$ cat src/design/cache_defines.svh
`ifndef CACHE_DEFINES_SVH
`define CACHE_DEFINES_SVH

// Width of one cache line as seen by the core and by memory
`define CACHE_LINE_BITS 128

// One enable per byte of a line
`define CACHE_BE_BITS 16

// Top address bits that select the I/O region
// Zero here means the address is backed by cacheable memory
`define CACHE_IO_BITS 3

// The tag takes whatever is left between the region and the index
`define CACHE_TAG_BITS 19

// Selects one of the direct-mapped entries
`define CACHE_INDEX_BITS 6

// Byte position within a line, always zero on the memory side
`define CACHE_OFFSET_BITS 4

// Number of entries, must equal 2 ** CACHE_INDEX_BITS
`define CACHE_LINES 64

`endif
$ cat src/design/cache_bus_pkg.sv
`default_nettype none

`include "cache_defines.svh"

package cache_bus_pkg;

	// One full line of data on any port
	typedef logic [`CACHE_LINE_BITS-1:0] line;

	// Byte enables that go with a line
	typedef logic [`CACHE_BE_BITS-1:0] line_be;

	// Owner of the memory port in the router
	// CACHE serves the controller, BYPASS serves an uncached core access
	typedef enum logic [1:0] {
		IDLE,
		CACHE,
		BYPASS
	} route_state;

	// Controller sequence for one core access
	// LOOKUP always comes first and RESPOND always comes last
	typedef enum logic [1:0] {
		LOOKUP,
		REFILL,
		WRITE_THROUGH,
		RESPOND
	} ctrl_state;

endpackage

`default_nettype wire

$ cat src/design/cache_addr_pkg.sv
`default_nettype none

`include "cache_defines.svh"

package cache_addr_pkg;

	// Byte address as issued by the core
	typedef logic [31:0] ptr;

	// Line address on the memory port
	// The offset field of this address is always zero
	typedef logic [31:0] word;

	// Fields of a core address, from the top bit down
	// Region bits sit above the tag and are not stored in the cache
	typedef logic [`CACHE_IO_BITS-1:0] addr_io_region;

	// Stored next to each line and compared on every lookup
	typedef logic [`CACHE_TAG_BITS-1:0] addr_tag;

	// Picks the one entry that may hold the line
	typedef logic [`CACHE_INDEX_BITS-1:0] addr_index;

	// Position of a byte within the line
	// Accesses are line wide, so this only matters when forming addresses
	typedef logic [`CACHE_OFFSET_BITS-1:0] addr_offset;

endpackage

`default_nettype wire

$ cat src/design/cache_routing.sv
`timescale 1ns/1ns
`default_nettype none

`include "cache_defines.svh"

module cache_routing (
	input  logic                       clk,
	input  logic                       rst_n,

	input  cache_addr_pkg::ptr         core_address,
	input  logic                       core_read,
	input  logic                       core_write,
	input  cache_bus_pkg::line         core_writedata_line,
	input  cache_bus_pkg::line_be      core_byteenable_line,
	output logic                       core_waitrequest,
	output cache_bus_pkg::line         core_readdata_line,

	output cache_addr_pkg::addr_tag    core_tag,
	output cache_addr_pkg::addr_index  core_index,
	output cache_addr_pkg::addr_offset core_offset,

	input  cache_bus_pkg::line         data_rd,
	input  logic                       cache_core_waitrequest,
	output logic                       cache_core_read,
	output logic                       cache_core_write,

	input  cache_addr_pkg::word        cache_mem_address,
	input  logic                       cache_mem_read,
	input  logic                       cache_mem_write,
	input  cache_bus_pkg::line         cache_mem_writedata,
	output logic                       cache_mem_waitrequest,

	input  logic                       mem_waitrequest,
	input  cache_bus_pkg::line         mem_readdata,
	output cache_addr_pkg::word        mem_address,
	output logic                       mem_read,
	output logic                       mem_write,
	output cache_bus_pkg::line         mem_writedata,
	output cache_bus_pkg::line_be      mem_byteenable
);

	cache_bus_pkg::route_state  state;
	cache_addr_pkg::addr_io_region io;
	cache_addr_pkg::word        core_address_line;
	logic                       cached;
	logic                       cache_mem;
	logic                       start;

	// Split the core address into its four fields
	assign {io, core_tag, core_index, core_offset} = core_address;

	// Memory starts at zero and is a power of two in size, so any region bit set means I/O
	assign cached = (io == '0);

	// Line address for a bypassed access, region bits kept
	assign core_address_line = {io, core_tag, core_index, {`CACHE_OFFSET_BITS{1'b0}}};

	// Only cacheable requests reach the controller
	assign cache_core_read = core_read && cached;
	assign cache_core_write = core_write && cached;

	// The controller wants the memory port for a refill or a write-through
	assign cache_mem = cache_mem_read || cache_mem_write;

	// Steering of the read line back to the core
	assign core_readdata_line = cached ? data_rd : mem_readdata;

	always_comb begin
		start = 1'b0;
		core_waitrequest = cache_core_waitrequest;
		// The controller waits unless it owns the memory port
		cache_mem_waitrequest = 1'b1;

		unique case (state)
			cache_bus_pkg::IDLE:
				// A controller request or an uncached core access opens a transaction
				start = cache_mem || (!cached && (core_read || core_write));
			cache_bus_pkg::CACHE:
				cache_mem_waitrequest = mem_waitrequest;
			cache_bus_pkg::BYPASS:
				// The core sees memory directly in a bypass
				core_waitrequest = mem_waitrequest;
		endcase
	end

	always_ff @(posedge clk or negedge rst_n) begin
		if (!rst_n) begin
			state <= cache_bus_pkg::IDLE;
			mem_read <= 1'b0;
			mem_write <= 1'b0;
		end else begin
			unique case (state)
				cache_bus_pkg::IDLE:
					if (start) begin
						// The controller wins when both want the port
						state <= cache_mem ? cache_bus_pkg::CACHE : cache_bus_pkg::BYPASS;
						mem_read <= cache_mem ? cache_mem_read : core_read;
						mem_write <= cache_mem ? cache_mem_write : core_write;
					end
				cache_bus_pkg::CACHE, cache_bus_pkg::BYPASS:
					// Memory accepted the transfer at this edge
					if (!mem_waitrequest) begin
						state <= cache_bus_pkg::IDLE;
						mem_read <= 1'b0;
						mem_write <= 1'b0;
					end
			endcase
		end
	end

	// Address and data are captured once and held while memory stalls
	always_ff @(posedge clk) begin
		if (start) begin
			mem_address <= cache_mem ? cache_mem_address : core_address_line;
			mem_writedata <= cache_mem ? cache_mem_writedata : core_writedata_line;
			// Cache traffic always moves whole lines
			mem_byteenable <= cache_mem ? {`CACHE_BE_BITS{1'b1}} : core_byteenable_line;
		end
	end

endmodule

`default_nettype wire

$ cat config.mk
export PLATFORM = sky130hd
export DESIGN_NAME = cache_routing
export DESIGN_NICKNAME = d
export VERILOG_FILES = /design/src/design/cache_bus_pkg.sv /design/src/design/cache_addr_pkg.sv /design/src/design/cache_routing.sv
export VERILOG_INCLUDE_DIRS = /design/src /design/src/design
export SDC_FILE = /design/constraint.sdc
export NUM_CORES = 1
export LEC_CHECK = 0
export ABC_AREA = 1
export BUFFER_PORTS_ARGS = -buffer_cell sky130_fd_sc_hd__buf_2
export CAP_MARGIN = 20
export CORE_AREA = 5 5 362 364
export DETAILED_ROUTE_END_ITERATION = 8
export DIE_AREA = 0 0 367 369
export PLACE_DENSITY = 0.3
export SLEW_MARGIN = 20
export SYNTH_ARGS = -nofsm -noshare
export SYNTH_HDL_FRONTEND = slang
export SYNTH_SLANG_ARGS = --single-unit
$ cat constraint.sdc
create_clock -name clk -period 32 [get_ports clk]
set_clock_uncertainty 0.1 [all_clocks]
set_input_delay 8 -clock clk [delete_from_list [all_inputs] [get_ports clk]]
set_output_delay 8 -clock clk [all_outputs]
set_load 0.05 [all_outputs]
== Word-level counts from Yosys, hierarchy flattened ==
Index checks and enable logic that the tools add are counted.

* Eq/ne operators: 4
* Multiplexer cells: 17
* Reduce and logical (&&, ||, !) cells: 11

{| class="wikitable"
|+ Operators with widths
! cell !! number
|-
| 128-bit 2-to-1 mux || 2
|-
| 32-bit 2-to-1 mux || 1
|-
| 1-bit 2-to-1 mux || 8
|-
| 2-bit 2-to-1 mux || 3
|-
| 2-bit != test, second input constant || 2
|-
| 1-bit case mux with 2 select lines || 2
|-
| 2-bit case mux with 2 select lines || 1
|-
| 1-bit logical AND || 3
|-
| 3-bit logical NOT || 1
|-
| 1-bit logical OR || 3
|-
| 2-bit by 1-bit equality test with 1-bit output, second input constant || 1
|-
| 2-bit equality test, second input constant || 1
|-
| 2-bit logical NOT || 1
|-
| 2-bit AND reduction || 1
|-
| 2-bit OR reduction || 1
|-
| 1-bit logical NOT || 1
|}

* Register bits: 180
* Input bits: 600
* Output and inout port bits: 339
* Word-level logic and storage cells: 39

== Logic depth before layout (Yosys ltp) ==
* Depth in word-level cells: 7
* Mapped depth: 8
* Depth with buffers taken out: 7

== Least setup slack after synthesis ==
OpenSTA, ideal clock, no wires.

* Path type: input to register
* From: input port core_address[29]
* To: register mem_address[0] (enable)
* Setup time: 982 ps
* Data arrival time: 20954 ps
* Data required time: 30918 ps
* Path slack: 9964 ps
* Stages: 5
* Buffers on the path: 1
* Cells stage by stage: inv_1 -> nand2_1 -> buf_4 -> nand2_1 -> a21boi_0

* Cells in the longest elaborated chain, start to end: 5

{| class="wikitable"
|+ Ends and longest elaborated chain
! what !! line !! RTL
|-
| start: declaration || cache_routing.sv:10 || <nowiki>input cache_addr_pkg::ptr core_address,</nowiki>
|-
| 3-bit logical NOT || cache_routing.sv:53 || <nowiki>assign cached = (io == '0);</nowiki>
|-
| 1-bit logical NOT || cache_routing.sv:77 || <nowiki>start = cache_mem || (!cached && (core_read || core_write));</nowiki>
|-
| 1-bit logical AND || cache_routing.sv:77 ||
|-
| 1-bit logical OR || cache_routing.sv:77 ||
|-
| 1-bit 2-to-1 mux || cache_routing.sv:74 || <nowiki>unique case (state)</nowiki>
|-
| net start || cache_routing.sv:47 || <nowiki>logic start;</nowiki>
|-
| end signal: assignment || cache_routing.sv:114 || <nowiki>mem_address <= cache_mem ? cache_mem_address : core_address_line;</nowiki>
|-
| end: declaration || cache_routing.sv:35 || <nowiki>output cache_addr_pkg::word mem_address,</nowiki>
|}

The timed path passes the listed nets, and every way through them passes these cells.
A chain may end at the register's enable or synchronous reset.

== Worst setup path after layout ==
* From: input port core_address[29]
* To: output port core_readdata_line[110]

* Cells in the longest elaborated chain, start to end: 2

{| class="wikitable"
|+ Ends and longest elaborated chain
! what !! line !! RTL
|-
| 3-bit logical NOT || cache_routing.sv:53 ||
|-
| 128-bit 2-to-1 mux || cache_routing.sv:66 || <nowiki>assign core_readdata_line = cached ? data_rd : mem_readdata;</nowiki>
|-
| end: declaration || cache_routing.sv:16 || <nowiki>output cache_bus_pkg::line core_readdata_line,</nowiki>
|}

Every way passes these cells.

==> impl_metrics.json <==
{
  "status": "finished clean",
  "dp_slack_ns": 13.20,
  "fin_crit_ns": 18.76,
  "grt.overflow.total": 0,
  "placedCellCount": 3445,
  "drtIter0Drc": 417,
  "hold_viol_final": 0,
  "ys_seq_area_frac": 0.571,
  "grt_pass1_wl_mm": 111,
  "num_io_pins": 939,
  "avgSynthCellArea_um2": 10.3,
  "endpoint_kind": "output pin",
  "die_h_um": 369,
  "syn_nets": 1522,
  "fin_crit_sh": 0.586,
  "drv_cap": 0,
  "io_buffers": 930,
  "vias": 10300,
  "clk_latency_ns": 0.51,
  "nFillCells": 14800,
  "tritoncts": "done",
  "placement_rows": 131,
  "cts_resized": 0,
  "syn_inst": 919,
  "synth_compound_gate_area_share": 0.00292,
  "crit_path_cell_trace": "buf_2, inv_1, nand2_4, buf_4, buf_4, mux2_2, buf_2",
  "slew_headroom": 0.382,
  "grt_max_degree": 65,
  "drive_gt1_frac": 0.613,
  "path_buf_inv": 5,
  "initial_core_util": 0.0742,
  "finalNonFillerCells": 3484,
  "postCtsSetupBuffers": 0,
  "worstPathArrival_ns": 10.66,
  "cts-root-to-sink-buffers": 2,
  "grt_setup_unrepaired": "false",
  "viasPerCell": 2.96,
  "fmax_mhz": 53.3,
  "critPathLaunchType": "primary input",
  "min_to": "mem_read",
  "ys_seq_elements": 180,
  "reg2regPathDepth": 5,
  "hold_depth": 2,
  "drt-total-wl_mm": 87.0,
  "dp_hpwl_mm": 77.3,
  "ys_types": 20,
  "core_um2": 127000,
  "root_buffer": "clkbuf_16",
  "slowest_delay_ns": 0.70,
  "dieArea_um2": 135000,
  "r2r_end": "mem_writedata[84]",
  "muxShareOfSynthArea": 0.153,
  "slew_violations": 0,
  "place_congestion": 1.04,
  "nets": 2405,
  "synth_warnings": 0,
  "criticalPathCategory": "primary input to output pin",
  "cp_top_family": "buffers and inverters",
  "grt_pass1_vias": 11200,
  "worst_hold_path_type": "flip-flop to flip-flop",
  "antenna_found_initial": 55,
  "power-per-cell-area_nw_per_um2": 76.1,
  "track_usage": 0.123,
  "cts.sinks": 180,
  "critical_path_required_ns": 23.90,
  "r2r_setup_slack_ns": 29.33,
  "synthSimpleGateAreaFrac": 0.209,
  "area_delta_synth_final_pct": 73.7,
  "h-tree-depth": 4,
  "p_leak_nw": 7.82,
  "holdBufCountCts": 0,
  "cts_buffers": 17,
  "critPathMaxFanout": 55,
  "tightest_slew_ns": 0.926,
  "wl_per_cell_um": 25.0,
  "clk_pin_slew_ns": 0.09,
  "setup_tns_ns": 0,
  "ant_nets": 0,
  "syn_area_um2": 9420,
  "slowest_stage": "buf_4",
  "drc_errors": 0,
  "crit-reg2reg-launch": "state[0]",
  "yosys.area_share.adder": 0.00398,
  "worstHoldStart": "mem_read",
  "dieWidth_um": 367,
  "setup_violations": 0,
  "dr.pass1.iters": 5,
  "vdd_ir_drop_max_v": 0.0000413,
  "setup_ws_ns": 13.24,
  "synth_top_family_by_area": "simple AND/OR/NAND/NOR gates",
  "synth_xor_area_frac": 0
}
flip-flops by register name (all words and copies together) (netlist names):
name,flops
mem_writedata,128
mem_address,32
mem_byteenable,16
state,2
mem_read,1
mem_write,1
tightest hold or removal path, stage by stage (launching register included):
cell and delay (ns):
dfrtp_1 0.36, nand2_1 0.06, nand2_1 0.04
cell usage in the layout, fill, tap and decap left out:
master	count
ha_1	3
clkinvlp_4	3
or2_2	14
clkbuf_16	17
buf_2	930
nand2_1	481
nor2_1	9
a21oi_1	2
dfrtp_1	4
inv_6	4
nand2_4	1
nand3_1	3
inv_8	4
edfxtp_1	176
buf_4	13
clkinv_4	2
o21ai_0	2
diode_2	7
or2_1	2
a21boi_4	1
inv_1	12
clkinv_8	3
mux2_2	119
mux2_1	9
nor2_4	1
layer usage:
layer  global-route usage  vias to the layer above  part of all wire
met2                0.227                      633              0.52
met3               0.0506                      120             0.090
met1                0.128                     4748              0.36
met4               0.0357                       40             0.029
li1                     -                     4785                 -
met5                    0                        -            0.0027
worst max-delay path by stage:
stage	startpoint	endpoint	slack, ns	cells after the start
final	core_address[29]	core_readdata_line[110]	13.24	7
after global routing	core_address[31]	core_readdata_line[110]	13.10	7
after CTS	core_address[29]	core_readdata_line[110]	13.19	7
after detailed placement	core_address[29]	core_readdata_line[110]	13.20	7
after global placement	core_address[31]	core_readdata_line[110]	13.23	7
after floorplan	core_address[29]	mem_address[0]	9.96	5
synth_stat cells, drive strengths merged:
cell type	instances	share of area
nand2	482	0.19
edfxtp	176	0.56
mux2	128	0.15
buf	69	0.051
or2	16	0.011
inv	13	0.0052
clkbuf	10	0.0040
nor2	10	0.0048
dfrtp	4	0.011
ha	3	0.0040
nand3	3	0.0016
a21oi	2	0.0011
o21ai	2	0.0011
a21boi	1	0.00080
cell families after synthesis:
logic type               Yosys count
buffers and inverters             92
multiplexers                     128
flip-flops                       180
AND/OR/NAND/NOR                  511
adder cells (fa/ha/maj)            3
AO/OA/AOI/OAI                      5
power by group:
group	switching (mW)	total [mW]	leakage [nW]	internal, mW
clock	0.121	0.226	0.277	0.104
sequential	0.0242	0.398	1.73	0.374
combinational	0.510	0.622	5.81	0.112
cell type report:
cell class | count | area, µm² | area share
Antenna cell | 7 | 17.5 | 0.00107
Clock buffer | 17 | 425 | 0.0260
Clock inverter | 15 | 160 | 0.00978
Inverter | 13 | 53.8 | 0.00329
Multi-Input combinational cell | 647 | 3490 | 0.213
Sequential cell | 180 | 5390 | 0.329
Tap cell | 1662 | 2080 | 0.127
Timing Repair Buffer | 943 | 4750 | 0.290
metrics by stage:
stage / power (mW) / utilization / hold WS [ns] / instance area [µm²]
floorplan: 0.874 / - / 0.367 / 9420
global placement: 1.05 / 0.124 / 0.366 / 15800
detailed placement: 1.04 / 0.124 / 0.370 / 15800
CTS: 1.28 / 0.129 / 0.395 / 16400
global route: 1.31 / 0.129 / 0.434 / 16400
finish: 1.25 / 0.129 / 0.391 / 16400
Note: power is estimated with default switching activity, not from simulation.
